File: config.mk
export PLATFORM = sky130hd
export DESIGN_NAME = upcoin_top
export DESIGN_NICKNAME = d
export VERILOG_FILES = /design/src/sha256_pkg.sv /design/src/spi_block_receiver.sv /design/src/sha256_message_schedule.sv /design/src/sha256_compress.sv /design/src/spi_digest_transmitter.sv /design/src/upcoin_top.sv
export SDC_FILE = /design/constraint.sdc
export NUM_CORES = 2
export LEC_CHECK = 0
export ABC_AREA = 0
export BUFFER_PORTS_ARGS = -buffer_cell sky130_fd_sc_hd__clkbuf_2
export CAP_MARGIN = 20
export CORE_MARGIN = 1
export CORE_UTILIZATION = 54
export CTS_CLUSTER_SIZE = 40
export DETAILED_ROUTE_END_ITERATION = 8
export PLACE_DENSITY = 0.69
export SKIP_CTS_REPAIR_TIMING = 1
export SLEW_MARGIN = 20
export SYNTH_ARGS = -nofsm -noshare
export SYNTH_HDL_FRONTEND = slang
export SYNTH_SLANG_ARGS = --single-unit
File: constraint.sdc
create_clock -name clk -period 52.4 [get_ports clk]
set_input_delay 5.24 -clock clk [delete_from_list [all_inputs] [get_ports clk]]
set_output_delay 5.24 -clock clk [all_outputs]
set_load 0.02 [all_outputs]
File: src/sha256_pkg.sv
`default_nettype none

package sha256_pkg;

  localparam int word_w = 32;
  localparam int block_w = 512;
  localparam int digest_w = 256;
  localparam int digest_words = digest_w / word_w;
  localparam int num_rounds = 64;
  localparam int sched_depth = 16;

  typedef logic [word_w-1:0] word_t;
  typedef logic [block_w-1:0] block_t;

  // Word 0 sits in the top 32 bits of the flat view
  typedef union packed {
    logic [digest_w-1:0] flat;
    word_t [0:digest_words-1] words;
  } digest_u;

  // FIPS 180-4 initial hash value H(0), words H0 to H7
  localparam logic [digest_w-1:0] hash_init =
    256'h6a09e667bb67ae853c6ef372a54ff53a510e527f9b05688c1f83d9ab5be0cd19;

  localparam word_t round_k [0:num_rounds-1] = '{
    32'h428a2f98, 32'h71374491, 32'hb5c0fbcf, 32'he9b5dba5, 32'h3956c25b, 32'h59f111f1,
    32'h923f82a4, 32'hab1c5ed5, 32'hd807aa98, 32'h12835b01, 32'h243185be, 32'h550c7dc3,
    32'h72be5d74, 32'h80deb1fe, 32'h9bdc06a7, 32'hc19bf174, 32'he49b69c1, 32'hefbe4786,
    32'h0fc19dc6, 32'h240ca1cc, 32'h2de92c6f, 32'h4a7484aa, 32'h5cb0a9dc, 32'h76f988da,
    32'h983e5152, 32'ha831c66d, 32'hb00327c8, 32'hbf597fc7, 32'hc6e00bf3, 32'hd5a79147,
    32'h06ca6351, 32'h14292967, 32'h27b70a85, 32'h2e1b2138, 32'h4d2c6dfc, 32'h53380d13,
    32'h650a7354, 32'h766a0abb, 32'h81c2c92e, 32'h92722c85, 32'ha2bfe8a1, 32'ha81a664b,
    32'hc24b8b70, 32'hc76c51a3, 32'hd192e819, 32'hd6990624, 32'hf40e3585, 32'h106aa070,
    32'h19a4c116, 32'h1e376c08, 32'h2748774c, 32'h34b0bcb5, 32'h391c0cb3, 32'h4ed8aa4a,
    32'h5b9cca4f, 32'h682e6ff3, 32'h748f82ee, 32'h78a5636f, 32'h84c87814, 32'h8cc70208,
    32'h90befffa, 32'ha4506ceb, 32'hbef9a3f7, 32'hc67178f2
  };

  // Rotate right by n bits
  function automatic word_t rotr(word_t x, int unsigned n);
    return (x >> n) | (x << (word_w - n));
  endfunction

  function automatic word_t ch(word_t x, word_t y, word_t z);
    return (x & y) ^ (~x & z);
  endfunction

  function automatic word_t maj(word_t x, word_t y, word_t z);
    return (x & y) ^ (x & z) ^ (y & z);
  endfunction

  function automatic word_t big_sigma0(word_t x);
    return rotr(x, 2) ^ rotr(x, 13) ^ rotr(x, 22);
  endfunction

  function automatic word_t big_sigma1(word_t x);
    return rotr(x, 6) ^ rotr(x, 11) ^ rotr(x, 25);
  endfunction

  // The last term of the schedule mixing is a plain shift
  function automatic word_t small_sigma0(word_t x);
    return rotr(x, 7) ^ rotr(x, 18) ^ (x >> 3);
  endfunction

  function automatic word_t small_sigma1(word_t x);
    return rotr(x, 17) ^ rotr(x, 19) ^ (x >> 10);
  endfunction

endpackage

`default_nettype wire

File: src/spi_block_receiver.sv
`default_nettype none

module spi_block_receiver (
  input  logic               clk,
  input  logic               block_load,
  input  logic               sck,
  input  logic               sdi,
  output sha256_pkg::block_t block,
  output logic               block_valid
);

  logic       sck_s1;
  logic       sck_s2;
  logic       sck_d;
  logic       sdi_s1;
  logic       sdi_s2;
  logic       sck_rise;
  logic       block_full;
  // Counts received bits up to 512
  logic [9:0] bit_count;

  assign sck_rise   = sck_s2 & ~sck_d;
  assign block_full = (bit_count == 10'(sha256_pkg::block_w));

  // sdi goes through the same two stages so it lines up with sck_s2
  always_ff @(posedge clk or negedge block_load) begin
    if (!block_load) begin
      sck_s1      <= 1'b0;
      sck_s2      <= 1'b0;
      sck_d       <= 1'b0;
      sdi_s1      <= 1'b0;
      sdi_s2      <= 1'b0;
      bit_count   <= '0;
      block_valid <= 1'b0;
    end else begin
      sck_s1      <= sck;
      sck_s2      <= sck_s1;
      sck_d       <= sck_s2;
      sdi_s1      <= sdi;
      sdi_s2      <= sdi_s1;
      block_valid <= 1'b0;
      if (sck_rise && !block_full) begin
        bit_count   <= bit_count + 10'd1;
        block_valid <= (bit_count == 10'(sha256_pkg::block_w - 1));
      end
    end
  end

  // The first bit sent ends up in block[511]
  always_ff @(posedge clk) begin
    if (sck_rise && !block_full) begin
      block <= {block[sha256_pkg::block_w-2:0], sdi_s2};
    end
  end

  valid_single: assert property (@(posedge clk) disable iff (!block_load)
    block_valid |=> !block_valid);

  count_bound: assert property (@(posedge clk) disable iff (!block_load)
    bit_count <= 10'(sha256_pkg::block_w));

endmodule

`default_nettype wire

File: src/sha256_message_schedule.sv
`default_nettype none

module sha256_message_schedule (
  input  logic               clk,
  input  logic               block_load,
  input  sha256_pkg::block_t block,
  input  logic               sched_load,
  input  logic               sched_advance,
  output sha256_pkg::word_t  sched_word
);

  // window[0] is W(t), window[15] is W(t+15)
  sha256_pkg::word_t window [0:sha256_pkg::sched_depth-1];
  sha256_pkg::word_t next_word;

  // W(t+16) from W(t+14), W(t+9), W(t+1) and W(t)
  assign next_word = sha256_pkg::small_sigma1(window[sha256_pkg::sched_depth-2])
                   + window[sha256_pkg::sched_depth-7]
                   + sha256_pkg::small_sigma0(window[1])
                   + window[0];

  assign sched_word = window[0];

  always_ff @(posedge clk) begin
    if (sched_load) begin
      // Message word 0 is the top word of the block
      for (int i = 0; i < sha256_pkg::sched_depth; i++) begin
        window[i] <= block[sha256_pkg::block_w-1-i*sha256_pkg::word_w -: sha256_pkg::word_w];
      end
    end else if (sched_advance) begin
      for (int i = 0; i < sha256_pkg::sched_depth - 1; i++) begin
        window[i] <= window[i+1];
      end
      window[sha256_pkg::sched_depth-1] <= next_word;
    end
  end

  // Each load is followed by exactly one run of rounds
  round_run: assert property (@(posedge clk) disable iff (!block_load)
    sched_load |=> sched_advance [*sha256_pkg::num_rounds] ##1 !sched_advance);

endmodule

`default_nettype wire

File: src/sha256_compress.sv
`default_nettype none

module sha256_compress (
  input  logic                clk,
  input  logic                block_load,
  input  logic                block_valid,
  input  sha256_pkg::word_t   sched_word,
  output logic                sched_load,
  output logic                sched_advance,
  output sha256_pkg::digest_u digest,
  output logic                digest_valid
);

  typedef enum logic [1:0] {
    st_idle,
    st_load,
    st_round,
    st_finish
  } state_t;

  localparam sha256_pkg::digest_u init = sha256_pkg::hash_init;

  state_t              state;
  logic [5:0]          round;
  sha256_pkg::word_t   a;
  sha256_pkg::word_t   b;
  sha256_pkg::word_t   c;
  sha256_pkg::word_t   d;
  sha256_pkg::word_t   e;
  sha256_pkg::word_t   f;
  sha256_pkg::word_t   g;
  sha256_pkg::word_t   h;
  sha256_pkg::word_t   k;
  sha256_pkg::word_t   t1;
  sha256_pkg::word_t   t2;

  assign k = sha256_pkg::round_k[round];

  assign t1 = h + sha256_pkg::big_sigma1(e) + sha256_pkg::ch(e, f, g) + k + sched_word;
  assign t2 = sha256_pkg::big_sigma0(a) + sha256_pkg::maj(a, b, c);

  assign sched_load    = (state == st_load);
  assign sched_advance = (state == st_round);
  assign digest_valid  = (state == st_finish);

  always_ff @(posedge clk or negedge block_load) begin
    if (!block_load) begin
      state <= st_idle;
      round <= '0;
    end else begin
      case (state)
        st_idle: begin
          if (block_valid) begin
            state <= st_load;
          end
        end
        st_load: begin
          state <= st_round;
          round <= '0;
        end
        st_round: begin
          round <= round + 6'd1;
          if (round == 6'(sha256_pkg::num_rounds - 1)) begin
            state <= st_finish;
          end
        end
        default: state <= st_idle;
      endcase
    end
  end

  // Working variables load H(0) alongside the schedule window
  always_ff @(posedge clk) begin
    if (state == st_load) begin
      {a, b, c, d, e, f, g, h} <= init.flat;
    end else if (state == st_round) begin
      h <= g;
      g <= f;
      f <= e;
      e <= d + t1;
      d <= c;
      c <= b;
      b <= a;
      a <= t1 + t2;
    end
  end

  // Final addition is valid in the finish cycle and held afterwards
  always_comb begin
    digest.words[0] = a + init.words[0];
    digest.words[1] = b + init.words[1];
    digest.words[2] = c + init.words[2];
    digest.words[3] = d + init.words[3];
    digest.words[4] = e + init.words[4];
    digest.words[5] = f + init.words[5];
    digest.words[6] = g + init.words[6];
    digest.words[7] = h + init.words[7];
  end

  // The receiver delivers one block per reset, never mid-hash
  no_overlap: assert property (@(posedge clk) disable iff (!block_load)
    (state == st_round) |-> !block_valid);

endmodule

`default_nettype wire

File: src/spi_digest_transmitter.sv
`default_nettype none

module spi_digest_transmitter (
  input  logic                clk,
  input  logic                block_load,
  input  logic                sck,
  input  sha256_pkg::digest_u digest,
  input  logic                digest_valid,
  output logic                sdo,
  output logic                done
);

  logic                            sck_s1;
  logic                            sck_s2;
  logic                            sck_d;
  logic                            sck_fall;
  // Bits still to come after the one on sdo
  logic [sha256_pkg::digest_w-2:0] shift_reg;

  assign sck_fall = ~sck_s2 & sck_d;

  always_ff @(posedge clk or negedge block_load) begin
    if (!block_load) begin
      sck_s1 <= 1'b0;
      sck_s2 <= 1'b0;
      sck_d  <= 1'b0;
      sdo    <= 1'b0;
      done   <= 1'b0;
    end else begin
      sck_s1 <= sck;
      sck_s2 <= sck_s1;
      sck_d  <= sck_s2;
      if (digest_valid) begin
        // Bit 255 is on sdo before the host's first rising sck
        sdo  <= digest.flat[sha256_pkg::digest_w-1];
        done <= 1'b1;
      end else if (sck_fall && done) begin
        sdo <= shift_reg[sha256_pkg::digest_w-2];
      end
    end
  end

  always_ff @(posedge clk) begin
    if (digest_valid) begin
      shift_reg <= digest.flat[sha256_pkg::digest_w-2:0];
    end else if (sck_fall && done) begin
      shift_reg <= {shift_reg[sha256_pkg::digest_w-3:0], 1'b0};
    end
  end

  sdo_cause: assert property (@(posedge clk) disable iff (!block_load)
    $changed(sdo) |-> $past(digest_valid) || $past(sck_fall && done));

endmodule

`default_nettype wire

File: src/upcoin_top.sv
`default_nettype none

module upcoin_top (
  input  logic clk,
  input  logic block_load,
  input  logic sck,
  input  logic sdi,
  output logic sdo,
  output logic done
);

  sha256_pkg::block_t  block;
  logic                block_valid;
  logic                sched_load;
  logic                sched_advance;
  sha256_pkg::word_t   sched_word;
  sha256_pkg::digest_u digest;
  logic                digest_valid;

  spi_block_receiver rx_i (
    .clk         (clk),
    .block_load  (block_load),
    .sck         (sck),
    .sdi         (sdi),
    .block       (block),
    .block_valid (block_valid)
  );

  sha256_message_schedule sched_i (
    .clk           (clk),
    .block_load    (block_load),
    .block         (block),
    .sched_load    (sched_load),
    .sched_advance (sched_advance),
    .sched_word    (sched_word)
  );

  sha256_compress compress_i (
    .clk           (clk),
    .block_load    (block_load),
    .block_valid   (block_valid),
    .sched_word    (sched_word),
    .sched_load    (sched_load),
    .sched_advance (sched_advance),
    .digest        (digest),
    .digest_valid  (digest_valid)
  );

  // Falling edges of the shared sck pin drive the readout
  spi_digest_transmitter tx_i (
    .clk          (clk),
    .block_load   (block_load),
    .sck          (sck),
    .digest       (digest),
    .digest_valid (digest_valid),
    .sdo          (sdo),
    .done         (done)
  );

endmodule

`default_nettype wire

Word level (Yosys, flattened, before mapping)

Memory sizes are Yosys's and may differ from the RTL's.
Index checks and enable logic that the tools add are counted.

Bits in registers: 1049
Bits in read-only memories: 2048
Input port bits: 4
Memories kept: 2
Word-level logic and storage cells: 139
Output and inout port bits: 2
RAM bits: 512
Bits in latches: 0

Magnitude comparators: 1
Equality and inequality tests: 8
Reductions and logical operators: 7
$add $sub $neg: 20
Shift-type cells: 0
Multiply operators: 0
Divide/modulo/power cells: 0
Bitwise gates (word level): 48
Muxes and demuxes: 32

Memories:

| memory          | depth | width | rd ports | clocked after Yosys merged registers in | write ports | line                          | RTL |
|---|---|---|---|---|---|---|---|
| (no name shown) | 64    | 32    | 1        | 0                                       | 0           | sha256_compress.sv:37         | `assign k = sha256_pkg::round_k[round];` |
| sched_i.window  | 16    | 32    | 16       | 0                                       | 16          | sha256_message_schedule.sv:13 | `sha256_pkg::word_t window [0:sha256_pkg::sched_depth-1];` |

Operators by type and width:

| operator                                       | count |
|---|---|
| 2-to-1 mux 32 bit                              | 18 |
| 2-to-1 mux 255 bit                             | 2 |
| adder 32 bit                                   | 10 |
| XOR 32 bit                                     | 9 |
| bitwise AND 32 bit                             | 5 |
| adder 32 x 31 -> 32 bit, second input constant | 3 |
| adder 32 bit, second input constant            | 3 |
| adder 32 x 29 -> 32 bit, second input constant | 1 |
| adder 32 x 30 -> 32 bit, second input constant | 1 |
| inverter 32 bit                                | 1 |
| bitwise OR 10 x 32 -> 32 bit                   | 1 |
| bitwise OR 13 x 32 -> 32 bit                   | 1 |
| bitwise OR 14 x 32 -> 32 bit                   | 1 |
| bitwise OR 15 x 32 -> 32 bit                   | 1 |
| bitwise OR 19 x 32 -> 32 bit                   | 1 |
| bitwise OR 21 x 32 -> 32 bit                   | 1 |
| bitwise OR 25 x 32 -> 32 bit                   | 1 |
| bitwise OR 26 x 32 -> 32 bit                   | 1 |
| bitwise OR 30 x 32 -> 32 bit                   | 1 |
| bitwise OR 7 x 32 -> 32 bit                    | 1 |
| XOR 32 x 22 -> 32 bit                          | 1 |
| XOR 32 x 29 -> 32 bit                          | 1 |
| bitwise OR 1 bit                               | 16 |
| one-hot mux 6 bit (2 select lines)             | 1 |
| 20 further kinds                               | 34 |

Longest topological paths before layout

Depth after elaboration: 8
Depth in mapped cells: 41
Mapped depth without buffers: 39

Modules after synthesis

A second synthesis with hierarchy kept.

Cell total of the unflattened synthesis: 6044
Area total of the unflattened synthesis: 79368.6 um2

Modules (own cells, without submodules):

| module                  | instances | cells an instance | area an instance (um2) | seq. area each (um2) |
|---|---|---|---|---|
| sha256_message_schedule | 1         | 1768              | 26449.1                | 15374.7 |
| sha256_compress         | 1         | 3161              | 25757.2                | 5325.1 |
| spi_block_receiver      | 1         | 566               | 16074.2                | 15775.1 |
| spi_digest_transmitter  | 1         | 549               | 11088.1                | 7782.5 |

Worst setup path after synthesis

Ideal clock, no wire load.

Path type: register to register
Start point: register rx_i.bit_count[0]
End point: register rx_i.bit_count[9]
Stages on the path, launching flop included: 12
Arrival time: 41.112 ns
Buffers on the path: 0
Slack: 11.209 ns
Library setup time: 0.079 ns
Required time: 52.321 ns
Clock period less this slack: 41.191 ns
Cell sequence: dfrtp_1 -> inv_1 -> ha_1 -> nand3_1 -> nor4_1 -> nor3b_1 -> nand2_1 -> nor3_1 -> and3_1 -> nand2_1 -> nor2_1 -> xor2_1

Cells in the longest elaborated chain, start to end: 3
Elaborated cells between the ends (all ways): 4
Classes of those cells: add/sub: 1; eq/ne: 1; reduce/logical: 2

RTL lines:

| what                                                           | line                     | RTL |
|---|---|---|
| start, declared                                                | spi_block_receiver.sv:20 | `logic [9:0] bit_count;` |
| start signal, assigned                                         | spi_block_receiver.sv:43 | `bit_count <= bit_count + 10'd1;` |
| branches (longest 3 deep; another with adder 10 x 1 -> 10 bit) | --                       |  |

Parallel ways; which one is timed is not known.
A chain may end at the register's enable or synchronous reset.

Final worst setup path

Start point: register compress_i.round[3]
End point: register compress_i.a[31]

Cells in the longest elaborated chain, start to end: 7

RTL lines:

| what                                                 | line                  | RTL |
|---|---|---|
| start, declared                                      | sha256_compress.sv:24 | `logic [5:0] round;` |
| start signal, assigned                               | sha256_compress.sv:62 | `round <= round + 6'd1;` |
| inverter 6 -> 7 bit (not written as such)            | sha256_compress.sv:37 |  |
| memory (64 x 32 bit)                                 | --                    |  |
| 2-to-1 mux 32 bit (not written as such) (2 in a row) | sha256_compress.sv:37 |  |
| adder 32 bit (2 in a row)                            | sha256_compress.sv:39 | `assign t1 = h + sha256_pkg::big_sigma1(e) + sha256_pkg::ch(e, f, g) + k + sched_word;` |
| adder 32 bit                                         | sha256_compress.sv:84 | `a <= t1 + t2;` |
| end signal, assigned                                 | sha256_compress.sv:75 | `{a, b, c, d, e, f, g, h} <= init.flat;` |
| end signal, assigned                                 | sha256_compress.sv:84 |  |
| end, declared                                        | sha256_compress.sv:25 | `sha256_pkg::word_t a;` |

Every way passes these cells. The select of a mux whose other input is x is not followed.

==> results.sh <==
export IMPL_tightest_slew_ps=1150
export IMPL_fin_crit_sh_pct=20.1
export IMPL_core_area_um2=142000
export IMPL_yosysWarnings=0
export IMPL_antenna_found_initial=6
export IMPL_synth_mux_area_fraction_pct=11.9
export IMPL_status="completed"
export IMPL_power_density_nw_per_um2=29.6
export IMPL_dp_hpwl_mm=141
export IMPL_synthSimpleGateAreaFrac_pct=6.36
export IMPL_critPathRequiredTime_ps=53090
export IMPL_routedWlPerCell_um=25.5
export IMPL_slowest_stage="dfrtp_2"
export IMPL_skew_ps=62.5
export IMPL_setup_worst_path_start_class="flip-flop"
export IMPL_grt_pass1_wl_mm=302
export IMPL_vias=46800
export IMPL_dr_first_iter_drc_count=4782
export IMPL_cts_root_buffer="clkbuf_16"
export IMPL_hp_class="flip-flop to flip-flop"
export IMPL_path_class="flip-flop to flip-flop"
export IMPL_maxCapViolations=0
export IMPL_clkLatencyLatePin_ps=820
export IMPL_final_hold_violation_count=0
export IMPL_dieWidth_um=381
export IMPL_ir_drop_uv=29.6
export IMPL_place_port_buffers=5
export IMPL_numCtsBuffers=161
export IMPL_synth_cell_area_um2=77500
export IMPL_drt_total_wl_mm=202
export IMPL_fmax_mhz=94.8
export IMPL_max_stage_delay_ps=780
export IMPL_synth_area_leaders="edfxtp_1 50%, mux2_2 8.9%, dfxtp_1 6.6%, fa_1 4.8%, xnor2_1 4.5%"
export IMPL_setup_violations=0
export IMPL_rows=138
export IMPL_synth_fp_nets=6328
export IMPL_cts_clk_slew_worst_paths_ps=60
export IMPL_synthAdderAreaFrac_pct=7.63
export IMPL_drv_slew=0
export IMPL_ys_ff_latch=1561
export IMPL_dr_pass1_iters=6
export IMPL_overflow=0
export IMPL_relSlewSlack_pct=23.4
export IMPL_rsz0062_at_grt="false"
export IMPL_synth_edf_count=1279
export IMPL_synth_top_family_by_area="multiplexers"
export IMPL_drc_errors=0
export IMPL_cp_max_fo=46
export IMPL_synth_xor_area_share_pct=6.53
export IMPL_gp_congestion=0.948
export IMPL_die_y_um=381
export IMPL_async_flop_share_pct=1.67
export IMPL_synthFlopType="edfxtp_1"
export IMPL_io_pins=6
export IMPL_fin_crit_ps=10550
export IMPL_routed_via_density=5.91
export IMPL_dieArea_um2=145000
export IMPL_fill_cells=11200
export IMPL_htreeDepth=4
export IMPL_synth_area_per_cell_um2=13.0
export IMPL_multi_input_area_um2=31200
export IMPL_synth_compound_area_share_pct=7.81
export IMPL_final_layout_size_suffix_gt1_share_pct=16.7
export IMPL_netlist_area_leader_share_pct=49.6
export IMPL_instances_no_fill=7906
export IMPL_tns_ps=0
export IMPL_yosys_area_top_type="edfxtp_1"
export IMPL_yosys_top_cells_count="1279 x edfxtp_1, 613 x mux2_2, 416 x nor2_1"
export IMPL_grt_max_degree=173
export IMPL_cp_common_cell="fa_1"
export IMPL_synth_most_common_cell="edfxtp_1"
export IMPL_synthCells=5981
export IMPL_area_delta_synth_final_pct=9.29
export IMPL_yosysSeqAreaShare_pct=57.0
export IMPL_start_util_pct=54.6
export IMPL_tritoncts="built"
export IMPL_grt_total_usage_pct=27.8
export IMPL_yosys_cell_types_count=106
export IMPL_grt_pass1_vias=45700
export IMPL_cts_buffer_depth=3
export IMPL_arrival_ps=11240
export IMPL_place_inst=7604
export IMPL_seq_area_um2=44200
export IMPL_p_leak_uw=0.0254
export IMPL_cts_num_sinks=1561
export IMPL_nNetsFinal=6224
export IMPL_end_kind="flip-flop"
export IMPL_ant_nets=0
## layout make-up
type,count,area share (%)
Antenna cell,2,0.00591
Clock buffer,225,5.32
Clock inverter,75,1.09
Inverter,222,0.987
Multi-Input combinational cell,3847,36.8
Sequential cell,1561,52.2
Tap cell,1890,2.79
Timing Repair Buffer,84,0.789
## metrics by stage
stage | util, % | power (µW) | setup slack, ps | cell area, µm² | hold slack (ps)
floorplan | - | 1390 | 11210 | 77500 | 331
global placement | 55.8 | 1370 | 42010 | 79300 | 337
detailed placement | 55.8 | 1370 | 42090 | 79300 | 346
CTS | 59.7 | 2530 | 42020 | 84700 | 354
global route | 59.7 | 2580 | 41070 | 84700 | 367
finish | 59.7 | 2510 | 41850 | 84700 | 352
## placed cells by master, fill, tap and decap left out, types with 23 or more instances in the layout
cell type | synthesis | final
a21o_1 | 78 | 78
o21ai_0 | 204 | 204
nand3_1 | 77 | 77
dfrtp_1 | 26 | 23
nor3_1 | 58 | 58
nor2_1 | 416 | 416
clkbuf_16 | 0 | 166
fa_1 | 187 | 187
dfxtp_1 | 256 | 256
edfxtp_1 | 1279 | 1279
nor2b_1 | 23 | 23
a211oi_1 | 30 | 30
inv_1 | 221 | 220
o211ai_1 | 37 | 37
nand2_1 | 409 | 408
a31oi_1 | 45 | 45
xor2_1 | 179 | 179
a21oi_1 | 301 | 301
mux2i_1 | 217 | 217
buf_4 | 1 | 75
xnor2_1 | 396 | 396
mux2_2 | 613 | 613
clkbuf_1 | 285 | 46
nand2b_1 | 28 | 28
ha_1 | 156 | 152
## routing by layer
| layer | GRT usage [%] | vias up | routed length [µm] |
|---|---|---|---|
| met2 | 43.9 | 1478 | 94200 |
| met1 | 40.2 | 23600 | 89300 |
| met5 | 0 | - | 13 |
| met3 | 4.20 | 289 | 12600 |
| li1 | - | 21400 | - |
| met4 | 7.81 | 2 | 5430 |
## kinds of logic (layout without fill, tap and decap cells)
logic type / after synthesis / after routing
AOI/OAI and AO/OA: 941 / 941
xor gates and xnor gates: 576 / 576
adders and majority gates: 365 / 365
buffers and inverters: 573 / 606
DFF: 1561 / 1561
muxes: 835 / 835
other: 0 / 2
and+or+nand+nor: 1130 / 1130
## report_power, final
| part | internal, µW | leakage [µW] | switching [µW] | total [µW] |
|---|---|---|---|---|
| clock network | 657 | 0.00261 | 506 | 1160 |
| logic | 2.40 | 0.0127 | 10.6 | 13.0 |
| registers | 1330 | 0.0101 | 2.68 | 1330 |
## path summary, 6_finish.rpt
kind,from,to,slack [ps],cells after the start
worst max-delay path,compress_i.round[3],compress_i.a[31],41850,37
worst max register to register,compress_i.round[3],compress_i.a[31],41850,37
max in group asynchronous,block_load,compress_i.round[2],47360,1
worst min register to register,tx_i.sck_s1,tx_i.sck_s2,350,0
worst min-delay path,tx_i.sck_s1,tx_i.sck_s2,350,0
min in group asynchronous,block_load,tx_i.sdo,4480,1
## critical path, delay by kind of cell, from the launching register on
| family | cells | cell delay (ps) |
|---|---|---|
| flip-flops | 1 | 780 |
| AO/OA/AOI/OAI | 17 | 3950 |
| AND/OR/NAND/NOR | 5 | 1010 |
| adder cells (fa/ha/maj) | 7 | 3000 |
| buffers and inverters | 6 | 1270 |
| XOR/XNOR | 2 | 370 |
No activity file was read; power rests on OpenSTA's default activity.
